[config.mk]
export PLATFORM = sky130hd
export DESIGN_NAME = l2_input_top
export DESIGN_NICKNAME = d
export VERILOG_FILES = /design/src/source/l2_pkg.sv /design/src/source/l2_input_fifo.sv /design/src/source/l2_flush_walker.sv /design/src/source/l2_reqs_slots.sv /design/src/source/l2_input_decoder.sv /design/src/source/l2_input_top.sv
export VERILOG_INCLUDE_DIRS = /design/src /design/src/include
export SDC_FILE = /design/constraint.sdc
export NUM_CORES = 1
export LEC_CHECK = 0
export BUFFER_PORTS_ARGS = -buffer_cell sky130_fd_sc_hd__buf_4
export CAP_MARGIN = 15
export CORE_AREA = 2 2 189 191
export DETAILED_ROUTE_END_ITERATION = 10
export DIE_AREA = 0 0 191 193
export GPL_TIMING_DRIVEN = 0
export HOLD_SLACK_MARGIN = 0.03
export PLACE_DENSITY = 0.54
export SETUP_SLACK_MARGIN = 0.1
export SYNTH_ARGS = -nofsm -noshare
export SYNTH_HDL_FRONTEND = slang
export SYNTH_HIERARCHICAL = 1
export SYNTH_SLANG_ARGS = --single-unit
export TNS_END_PERCENT = 20
[constraint.sdc]
create_clock -name clk -period 4.1 [get_ports clk]
set_input_delay 0.82 -clock clk [delete_from_list [all_inputs] [get_ports clk]]
set_output_delay 0.82 -clock clk [all_outputs]
set_load 0.03 [all_outputs]
[src/include/l2_cfg.svh]
/* L2 input stage configuration.
   Address split, cache geometry and request slot sizes. */

`ifndef L2_CFG_SVH
`define L2_CFG_SVH

// Byte address and line offset split.
`define ADDR_BITS 32
`define OFFSET_BITS 4
`define W_OFF_BITS 2
`define B_OFF_BITS 2

// Cache geometry.
`define L2_SET_BITS 4
`define L2_SETS 16
`define L2_WAY_BITS 2
`define L2_WAYS 4

`define L2_TAG_BITS (`ADDR_BITS - `OFFSET_BITS - `L2_SET_BITS)

// Request slots, counter wide enough to hold N_REQS.
`define N_REQS 4
`define REQS_BITS_P1 3

`endif

[src/source/l2_pkg.sv]
/* L2 input stage types: addresses, breakdown structs and operation kinds. */

`include "l2_cfg.svh"

package l2_pkg;

    typedef logic [`ADDR_BITS-1:0] addr_t;
    typedef logic [`ADDR_BITS-`OFFSET_BITS-1:0] line_addr_t;
    typedef logic [`L2_TAG_BITS-1:0] tag_t;
    typedef logic [`L2_SET_BITS-1:0] set_t;
    typedef logic [`L2_WAY_BITS-1:0] way_t;
    typedef logic [`W_OFF_BITS-1:0] w_off_t;
    typedef logic [`B_OFF_BITS-1:0] b_off_t;

    typedef struct packed {
        tag_t tag;
        set_t set;
    } line_breakdown_t;

    typedef struct packed {
        addr_t      line;       // Byte address with the line offset cleared.
        line_addr_t line_addr;
        addr_t      word;       // Byte address with the byte offset cleared.
        tag_t       tag;
        set_t       set;
        w_off_t     w_off;
        b_off_t     b_off;
    } addr_breakdown_t;

    typedef enum logic [1:0] {
        OP_FLUSH_WAY = 2'd0,
        OP_RSP       = 2'd1,
        OP_FWD       = 2'd2,
        OP_CPU_REQ   = 2'd3
    } l2_op_t;

    function automatic line_breakdown_t break_line(line_addr_t la);
        line_breakdown_t br;
        br.tag = la[`ADDR_BITS-`OFFSET_BITS-1:`L2_SET_BITS];
        br.set = la[`L2_SET_BITS-1:0];
        return br;
    endfunction

    function automatic addr_breakdown_t break_addr(addr_t addr);
        addr_breakdown_t br;
        br.line      = {addr[`ADDR_BITS-1:`OFFSET_BITS], {`OFFSET_BITS{1'b0}}};
        br.line_addr = addr[`ADDR_BITS-1:`OFFSET_BITS];
        br.word      = {addr[`ADDR_BITS-1:`B_OFF_BITS], {`B_OFF_BITS{1'b0}}};
        br.tag       = addr[`ADDR_BITS-1:`OFFSET_BITS+`L2_SET_BITS];
        br.set       = addr[`OFFSET_BITS+`L2_SET_BITS-1:`OFFSET_BITS];
        br.w_off     = addr[`OFFSET_BITS-1:`B_OFF_BITS];
        br.b_off     = addr[`B_OFF_BITS-1:0];
        return br;
    endfunction

endpackage

[src/source/l2_input_fifo.sv]
/* Small valid/ready input buffer.
   Circular store of DEPTH entries, push and pop in the same cycle allowed. */

`timescale 1ns/1ps

module l2_input_fifo #(
    parameter type payload_t = logic,
    parameter int  DEPTH     = 2
) (
    input  logic     clk,
    input  logic     rst,
    input  logic     in_valid,
    output logic     in_ready,
    input  payload_t in_data,
    output logic     out_valid,
    input  logic     out_ready,
    output payload_t out_data
);

    localparam int PTR_BITS = (DEPTH > 1) ? $clog2(DEPTH) : 1;
    localparam int CNT_BITS = $clog2(DEPTH + 1);

    payload_t              mem [DEPTH];
    logic [PTR_BITS-1:0]   wr_ptr;
    logic [PTR_BITS-1:0]   rd_ptr;
    logic [CNT_BITS-1:0]   count;
    logic                  push;
    logic                  pop;

    assign in_ready  = (count != CNT_BITS'(DEPTH));
    assign out_valid = (count != '0);
    assign out_data  = mem[rd_ptr];

    assign push = in_valid && in_ready;
    assign pop  = out_valid && out_ready;

    always_ff @(posedge clk or negedge rst) begin
        if (!rst) begin
            wr_ptr <= '0;
            rd_ptr <= '0;
            count  <= '0;
        end else begin
            if (push) begin
                wr_ptr <= (wr_ptr == PTR_BITS'(DEPTH - 1)) ? '0 : wr_ptr + 1'b1;
            end
            if (pop) begin
                rd_ptr <= (rd_ptr == PTR_BITS'(DEPTH - 1)) ? '0 : rd_ptr + 1'b1;
            end
            if (push && !pop) count <= count + 1'b1;
            else if (pop && !push) count <= count - 1'b1;
        end
    end

    always_ff @(posedge clk) begin
        if (push) mem[wr_ptr] <= in_data;
    end

    // A push turned away by a full buffer must be offered again.
    a_full_push_held: assert property (@(posedge clk) disable iff (!rst)
        (in_valid && !in_ready) |=> in_valid);

endmodule

[src/source/l2_flush_walker.sv]
/* Flush walk state.
   Flush-in-progress flag and the current set and way of the walk. */

`timescale 1ns/1ps
`include "l2_cfg.svh"

module l2_flush_walker import l2_pkg::*; (
    input  logic                    clk,
    input  logic                    rst,
    input  logic                    set_ongoing_flush,
    input  logic                    clr_ongoing_flush,
    input  logic                    incr_flush_way,
    input  logic                    incr_flush_set,
    input  logic                    clr_flush,
    output logic                    ongoing_flush,
    output logic [`L2_SET_BITS:0]   flush_set,
    output way_t                    flush_way
);

    always_ff @(posedge clk or negedge rst) begin
        if (!rst) begin
            ongoing_flush <= 1'b0;
        end else if (set_ongoing_flush) begin
            ongoing_flush <= 1'b1;
        end else if (clr_ongoing_flush) begin
            ongoing_flush <= 1'b0;
        end
    end

    // Set counter runs one past the last set to mark the end of the walk.
    always_ff @(posedge clk or negedge rst) begin
        if (!rst) begin
            flush_set <= '0;
            flush_way <= '0;
        end else if (clr_flush) begin
            flush_set <= '0;
            flush_way <= '0;
        end else begin
            if (incr_flush_way) flush_way <= flush_way + 1'b1;
            if (incr_flush_set) flush_set <= flush_set + 1'b1;
        end
    end

    a_set_clr: assert property (@(posedge clk) disable iff (!rst)
        !(set_ongoing_flush && clr_ongoing_flush));

    // Steps only come from a walk in progress.
    a_step_in_flush: assert property (@(posedge clk) disable iff (!rst)
        incr_flush_way |-> ongoing_flush);

endmodule

[src/source/l2_reqs_slots.sv]
/* Free request slot counter. CPU requests take a slot, responses return one. */

`timescale 1ns/1ps
`include "l2_cfg.svh"

module l2_reqs_slots import l2_pkg::*; (
    input  logic                     clk,
    input  logic                     rst,
    input  logic                     alloc,
    input  logic                     free,
    output logic [`REQS_BITS_P1-1:0] reqs_cnt
);

    always_ff @(posedge clk or negedge rst) begin
        if (!rst) begin
            reqs_cnt <= `REQS_BITS_P1'(`N_REQS); // All slots free.
        end else if (alloc && !free) begin
            reqs_cnt <= reqs_cnt - 1'b1;
        end else if (free && !alloc) begin
            reqs_cnt <= reqs_cnt + 1'b1;
        end
    end

    // Decoder must not take a slot that is not there.
    a_no_underflow: assert property (@(posedge clk) disable iff (!rst)
        alloc |-> reqs_cnt != '0);

    // A response with no request outstanding.
    a_no_overflow: assert property (@(posedge clk) disable iff (!rst)
        free |-> reqs_cnt != `REQS_BITS_P1'(`N_REQS));

endmodule

[src/source/l2_input_decoder.sv]
/* L2 input decoder.
   Picks one message per cycle by fixed priority and registers the decoded operation. */

`timescale 1ns/1ps
`include "l2_cfg.svh"

module l2_input_decoder import l2_pkg::*; (
    input  logic                     clk,
    input  logic                     rst,
    input  logic                     op_ready,
    input  logic                     flush_valid_int,
    input  logic                     rsp_valid_int,
    input  logic                     fwd_valid_int,
    input  logic                     cpu_valid_int,
    input  line_addr_t               rsp_addr_int,
    input  line_addr_t               fwd_addr_int,
    input  addr_t                    cpu_addr_int,
    input  logic [`REQS_BITS_P1-1:0] reqs_cnt,
    input  logic                     ongoing_flush,
    input  logic [`L2_SET_BITS:0]    flush_set,
    input  logic [`L2_WAY_BITS-1:0]  flush_way,
    output logic                     flush_ready_int,
    output logic                     rsp_ready_int,
    output logic                     fwd_ready_int,
    output logic                     cpu_ready_int,
    output logic                     set_ongoing_flush,
    output logic                     clr_ongoing_flush,
    output logic                     incr_flush_way,
    output logic                     incr_flush_set,
    output logic                     clr_flush,
    output logic                     alloc,
    output logic                     free,
    output logic                     op_valid,
    output l2_op_t                   op_kind,
    output tag_t                     op_tag,
    output set_t                     op_set,
    output way_t                     op_way,
    output line_addr_t               op_line_addr,
    output w_off_t                   op_w_off,
    output b_off_t                   op_b_off,
    output logic                     flush_done
);

    logic decode_en;
    logic do_flush_next, do_rsp_next, do_fwd_next, do_flush_way_next, do_cpu_req_next;
    logic flush_done_next;
    logic op_valid_next;
    l2_op_t op_kind_next;
    tag_t op_tag_next;
    set_t op_set_next;
    way_t op_way_next;
    line_addr_t op_line_addr_next;
    w_off_t op_w_off_next;
    b_off_t op_b_off_next;
    line_breakdown_t rsp_br, fwd_br;
    addr_breakdown_t cpu_br;

    assign decode_en = !op_valid || op_ready; // Output register free or draining.

    assign rsp_br = break_line(rsp_addr_int);
    assign fwd_br = break_line(fwd_addr_int);
    assign cpu_br = break_addr(cpu_addr_int);

    always_comb begin
        do_flush_next = 1'b0;
        do_rsp_next = 1'b0;
        do_fwd_next = 1'b0;
        do_flush_way_next = 1'b0;
        do_cpu_req_next = 1'b0;
        flush_done_next = 1'b0;
        if (decode_en) begin
            if (flush_valid_int && reqs_cnt == `N_REQS) begin
                do_flush_next = 1'b1; // Only once every slot is back.
            end else if (rsp_valid_int) begin
                do_rsp_next = 1'b1;
            end else if (fwd_valid_int) begin
                do_fwd_next = 1'b1;
            end else if (ongoing_flush) begin
                if (flush_set < `L2_SETS) do_flush_way_next = 1'b1;
                else flush_done_next = 1'b1;
            end else if (cpu_valid_int && reqs_cnt != '0) begin
                do_cpu_req_next = 1'b1;
            end
        end
    end

    assign flush_ready_int = do_flush_next;
    assign rsp_ready_int = do_rsp_next;
    assign fwd_ready_int = do_fwd_next;
    assign cpu_ready_int = do_cpu_req_next;

    // Walker commands.
    assign set_ongoing_flush = do_flush_next;
    assign clr_ongoing_flush = flush_done_next;
    assign clr_flush = flush_done_next;
    assign incr_flush_way = do_flush_way_next; // Way wraps to zero on its own.
    assign incr_flush_set = do_flush_way_next && (flush_way == `L2_WAY_BITS'(`L2_WAYS - 1));

    assign alloc = do_cpu_req_next;
    assign free = do_rsp_next;

    assign op_valid_next = do_rsp_next || do_fwd_next || do_flush_way_next || do_cpu_req_next;

    always_comb begin
        op_kind_next = OP_CPU_REQ;
        op_tag_next = '0;
        op_set_next = '0;
        op_way_next = '0;
        op_line_addr_next = '0;
        op_w_off_next = '0;
        op_b_off_next = '0;
        if (do_rsp_next) begin
            op_kind_next = OP_RSP;
            op_tag_next = rsp_br.tag;
            op_set_next = rsp_br.set;
            op_line_addr_next = rsp_addr_int;
        end else if (do_fwd_next) begin
            op_kind_next = OP_FWD;
            op_tag_next = fwd_br.tag;
            op_set_next = fwd_br.set;
            op_line_addr_next = fwd_addr_int;
        end else if (do_flush_way_next) begin
            op_kind_next = OP_FLUSH_WAY;
            op_set_next = flush_set[`L2_SET_BITS-1:0];
            op_way_next = flush_way;
            op_line_addr_next = line_addr_t'(flush_set[`L2_SET_BITS-1:0]);
        end else if (do_cpu_req_next) begin
            op_tag_next = cpu_br.tag;
            op_set_next = cpu_br.set;
            op_line_addr_next = cpu_br.line_addr;
            op_w_off_next = cpu_br.w_off;
            op_b_off_next = cpu_br.b_off;
        end
    end

    always_ff @(posedge clk or negedge rst) begin
        if (!rst) begin
            op_valid <= 1'b0;
            flush_done <= 1'b0;
        end else if (decode_en) begin
            op_valid <= op_valid_next;
            flush_done <= flush_done_next;
        end
    end

    always_ff @(posedge clk) begin
        if (decode_en) begin
            op_kind <= op_kind_next;
            op_tag <= op_tag_next;
            op_set <= op_set_next;
            op_way <= op_way_next;
            op_line_addr <= op_line_addr_next;
            op_w_off <= op_w_off_next;
            op_b_off <= op_b_off_next;
        end
    end

    a_one_pop: assert property (@(posedge clk) disable iff (!rst)
        $onehot0({flush_ready_int, rsp_ready_int, fwd_ready_int, cpu_ready_int}));

endmodule

[src/source/l2_input_top.sv]
/* L2 input stage top.
   Channel buffers, decoder, flush walker and request slot counter. */

`timescale 1ns/1ps
`include "l2_cfg.svh"

module l2_input_top import l2_pkg::*; (
    input  logic       clk,
    input  logic       rst,
    input  logic       flush_valid,
    output logic       flush_ready,
    input  logic       rsp_valid,
    output logic       rsp_ready,
    input  line_addr_t rsp_addr,
    input  logic       fwd_valid,
    output logic       fwd_ready,
    input  line_addr_t fwd_addr,
    input  logic       cpu_valid,
    output logic       cpu_ready,
    input  addr_t      cpu_addr,
    output logic       op_valid,
    input  logic       op_ready,
    output l2_op_t     op_kind,
    output tag_t       op_tag,
    output set_t       op_set,
    output way_t       op_way,
    output line_addr_t op_line_addr,
    output w_off_t     op_w_off,
    output b_off_t     op_b_off,
    output logic       flush_done
);

    logic flush_valid_int, rsp_valid_int, fwd_valid_int, cpu_valid_int;
    logic flush_ready_int, rsp_ready_int, fwd_ready_int, cpu_ready_int;
    line_addr_t rsp_addr_int, fwd_addr_int;
    addr_t cpu_addr_int;
    logic set_ongoing_flush, clr_ongoing_flush;
    logic incr_flush_way, incr_flush_set, clr_flush;
    logic ongoing_flush;
    logic [`L2_SET_BITS:0] flush_set;
    way_t flush_way;
    logic alloc, free;
    logic [`REQS_BITS_P1-1:0] reqs_cnt;

    // Flush carries no data.
    l2_input_fifo #(.payload_t(logic)) i_flush_fifo (
        .clk(clk), .rst(rst),
        .in_valid(flush_valid), .in_ready(flush_ready), .in_data(1'b0),
        .out_valid(flush_valid_int), .out_ready(flush_ready_int), .out_data()
    );

    l2_input_fifo #(.payload_t(line_addr_t)) i_rsp_fifo (
        .clk(clk), .rst(rst),
        .in_valid(rsp_valid), .in_ready(rsp_ready), .in_data(rsp_addr),
        .out_valid(rsp_valid_int), .out_ready(rsp_ready_int), .out_data(rsp_addr_int)
    );

    l2_input_fifo #(.payload_t(line_addr_t)) i_fwd_fifo (
        .clk(clk), .rst(rst),
        .in_valid(fwd_valid), .in_ready(fwd_ready), .in_data(fwd_addr),
        .out_valid(fwd_valid_int), .out_ready(fwd_ready_int), .out_data(fwd_addr_int)
    );

    l2_input_fifo #(.payload_t(addr_t)) i_cpu_fifo (
        .clk(clk), .rst(rst),
        .in_valid(cpu_valid), .in_ready(cpu_ready), .in_data(cpu_addr),
        .out_valid(cpu_valid_int), .out_ready(cpu_ready_int), .out_data(cpu_addr_int)
    );

    l2_input_decoder i_l2_input_decoder (
        .clk(clk), .rst(rst), .op_ready(op_ready),
        .flush_valid_int(flush_valid_int), .rsp_valid_int(rsp_valid_int),
        .fwd_valid_int(fwd_valid_int), .cpu_valid_int(cpu_valid_int),
        .rsp_addr_int(rsp_addr_int), .fwd_addr_int(fwd_addr_int),
        .cpu_addr_int(cpu_addr_int), .reqs_cnt(reqs_cnt),
        .ongoing_flush(ongoing_flush), .flush_set(flush_set), .flush_way(flush_way),
        .flush_ready_int(flush_ready_int), .rsp_ready_int(rsp_ready_int),
        .fwd_ready_int(fwd_ready_int), .cpu_ready_int(cpu_ready_int),
        .set_ongoing_flush(set_ongoing_flush), .clr_ongoing_flush(clr_ongoing_flush),
        .incr_flush_way(incr_flush_way), .incr_flush_set(incr_flush_set),
        .clr_flush(clr_flush), .alloc(alloc), .free(free),
        .op_valid(op_valid), .op_kind(op_kind), .op_tag(op_tag), .op_set(op_set),
        .op_way(op_way), .op_line_addr(op_line_addr), .op_w_off(op_w_off),
        .op_b_off(op_b_off), .flush_done(flush_done)
    );

    l2_flush_walker i_l2_flush_walker (
        .clk(clk), .rst(rst),
        .set_ongoing_flush(set_ongoing_flush), .clr_ongoing_flush(clr_ongoing_flush),
        .incr_flush_way(incr_flush_way), .incr_flush_set(incr_flush_set),
        .clr_flush(clr_flush), .ongoing_flush(ongoing_flush),
        .flush_set(flush_set), .flush_way(flush_way)
    );

    l2_reqs_slots i_l2_reqs_slots (
        .clk(clk), .rst(rst), .alloc(alloc), .free(free), .reqs_cnt(reqs_cnt)
    );

endmodule

==> run metrics <==
outcome completed; I/O Buffers 164; Core ar. 0.0350 mm²; post-DR wirelength/cell 17.9 µm; largest net degree at the start of global routing 33; clock skew 19.4 ps; Max Clock Freq 307 MHz; Starting Density 29.0%; maximum VDD drop 0.370 mV; minimum clock period 3260 ps; Post-CTS Hold Buffers 0; CTS tree done; antenna violations before repair 3; worst-margin pin slew 933 ps; Syn-to-layout area delta 27.2%; RSZ-0062 raised after global routing false; post-layout util 36.8%; die area 0.0369 mm²; IO Pins 165; worst-path fanout max 12; setup TNS 0 ps; Clock Sink Count 239; Post-Synthesis Cell Area 0.0101 mm²; final setup fails 0; antenna-violating nets left 0; total CTS buffers 28; Total Power 0.00907 W; clk root buf clkbuf_16; number of cell rows 69; vias in the first global route 5,455; initial drt markers 400; via count 5,418; crit end category flip-flop; multi-input logic area 0.00258 mm²; final hold slack 203 ps; die span in y 193 µm; layout cells sized above 1 44.9%; P per Cell Area 704 mW/mm²; Placer Congestion 0.720; Hold/Removal Path Class primary input to async pin; Critical Path Source Type flip-flop; drt pass-1 iters 5; Die Wd 191 µm; total track usage 12.1%; post-CTS resize count 0; Max clock buf depth 3; Reg area 0.00704 mm²; Mean Syn Cell Area 17.2 µm²; critical path data required time 4570 ps; NumNets Final 886; first-pass GRT wire length 33,200 µm; Overflow after GRT 0; Rel. slew slack 37.6%; Cells after Synth 588; DP HPWL 16,400 µm; Final period util 79.5%; Reg clk slew, reported paths 60 ps; Yosys warnings 6; final count of hold timing violations 0; final max-slew violation count 0; Clock Latency Late Sink 540 ps; Post-CTS Setup Bufs 0; fill count 3,330; post-layout instance count excluding filler cells 1,270; DR vias/cell 4.27; drt drc 0; Setup CP Type flip-flop to flip-flop; Synthesized Nets 690; Arrival @ worst endpoint 3730 ps; dpl cells 1,215; total wire length 22,800 µm; max-cap viol count 0; H-Tree Depth 1; P_leak 4.91 nW
## state kept, by name, indices dropped and copies added (netlist names), 2 cells and up
name / count
i_l2_input_decoder/op_way: 2
i_cpu_fifo/count: 2
i_fwd_fifo/mem: 56
i_rsp_fifo/mem: 56
i_l2_flush_walker/flush_set: 5
i_rsp_fifo/count: 2
i_l2_input_decoder/op_tag: 24
i_l2_input_decoder/op_b_off: 2
i_l2_input_decoder/op_kind: 2
i_l2_input_decoder/op_w_off: 2
i_l2_input_decoder/op_set: 3
i_cpu_fifo/mem: 64
i_l2_reqs_slots/reqs_cnt: 3
i_l2_flush_walker/flush_way: 2
i_flush_fifo/count: 2
i_fwd_fifo/count: 2
## final cells by class
type / count / share of cell area (%)
multi-input combinational: 278 / 20.1
sequential: 239 / 54.7
inverter: 12 / 0.350
timing repair buffer: 166 / 9.93
buffer: 59 / 3.72
antenna: 3 / 0.0583
tap: 461 / 4.48
clock inverter: 18 / 0.893
clock buffer: 34 / 5.86
## report_power, final
part	switching (W)	internal (W)
combinational	0.00176	0.00134
sequential	0.000244	0.00342
clock	0.000946	0.00136
## routing by layer
metal,track usage (%),wire [µm],up-vias
met5,0,10,-
li1,-,-,2597
met4,3.82,573,2
met3,2.81,1410,34
met1,16.1,10200,2644
met2,19.7,10600,141
## layout by cell type, fill, tap and decap left out, types with 13 or more instances in the layout
cell,instances
o21a_1,24
o2bb2ai_1,23
dfrtp_1,26
nor2_1,13
edfxtp_1,212
buf_4,199
clkbuf_16,29
mux2_4,51
mux2_2,39
nand2_1,13
a21oi_1,26
xnor2_1,13
## final timing paths
kind                                                         start  cells after the start  slack, ps                                       to
max                        i_l2_input_decoder/op_valid$_DFFE_PN0P_                     12        840  i_l2_reqs_slots/reqs_cnt[2]$_DFFE_PN1P_
min                                                            rst                      1        200        i_flush_fifo/count[0]$_DFFE_PN0P_
max reg2reg                i_l2_input_decoder/op_valid$_DFFE_PN0P_                     12        840  i_l2_reqs_slots/reqs_cnt[2]$_DFFE_PN1P_
min reg2reg                        i_rsp_fifo/count[1]$_DFFE_PN0P_                      1        490          i_rsp_fifo/count[1]$_DFFE_PN0P_
max in group asynchronous                                      rst                      1       3580  i_l2_reqs_slots/reqs_cnt[2]$_DFFE_PN1P_
min in group clk                                      cpu_addr[29]                      1        460          i_cpu_fifo/mem[1][29]$_DFFE_PP_
## stage by stage
step | worst slack, ps | area (µm²)
3_3_place_gp | -530 | 11900
6_report | 841 | 12900
2_1_floorplan | 729 | 10100
5_1_grt | 543 | 12900
4_1_cts | 768 | 12900
3_5_place_dp | 277 | 12000
## critical path, cell delays in order (launching register included)
cell	delay (ps)
dfrtp_1	370
nor2b_1	510
inv_2	320
and2_0	330
nand2_1	330
inv_1	130
inv_1	130
ha_1	200
inv_1	60
fa_1	370
xor2_1	170
nor2_1	120
xor2_1	150
Note: power is estimated with default switching activity, not from simulation.
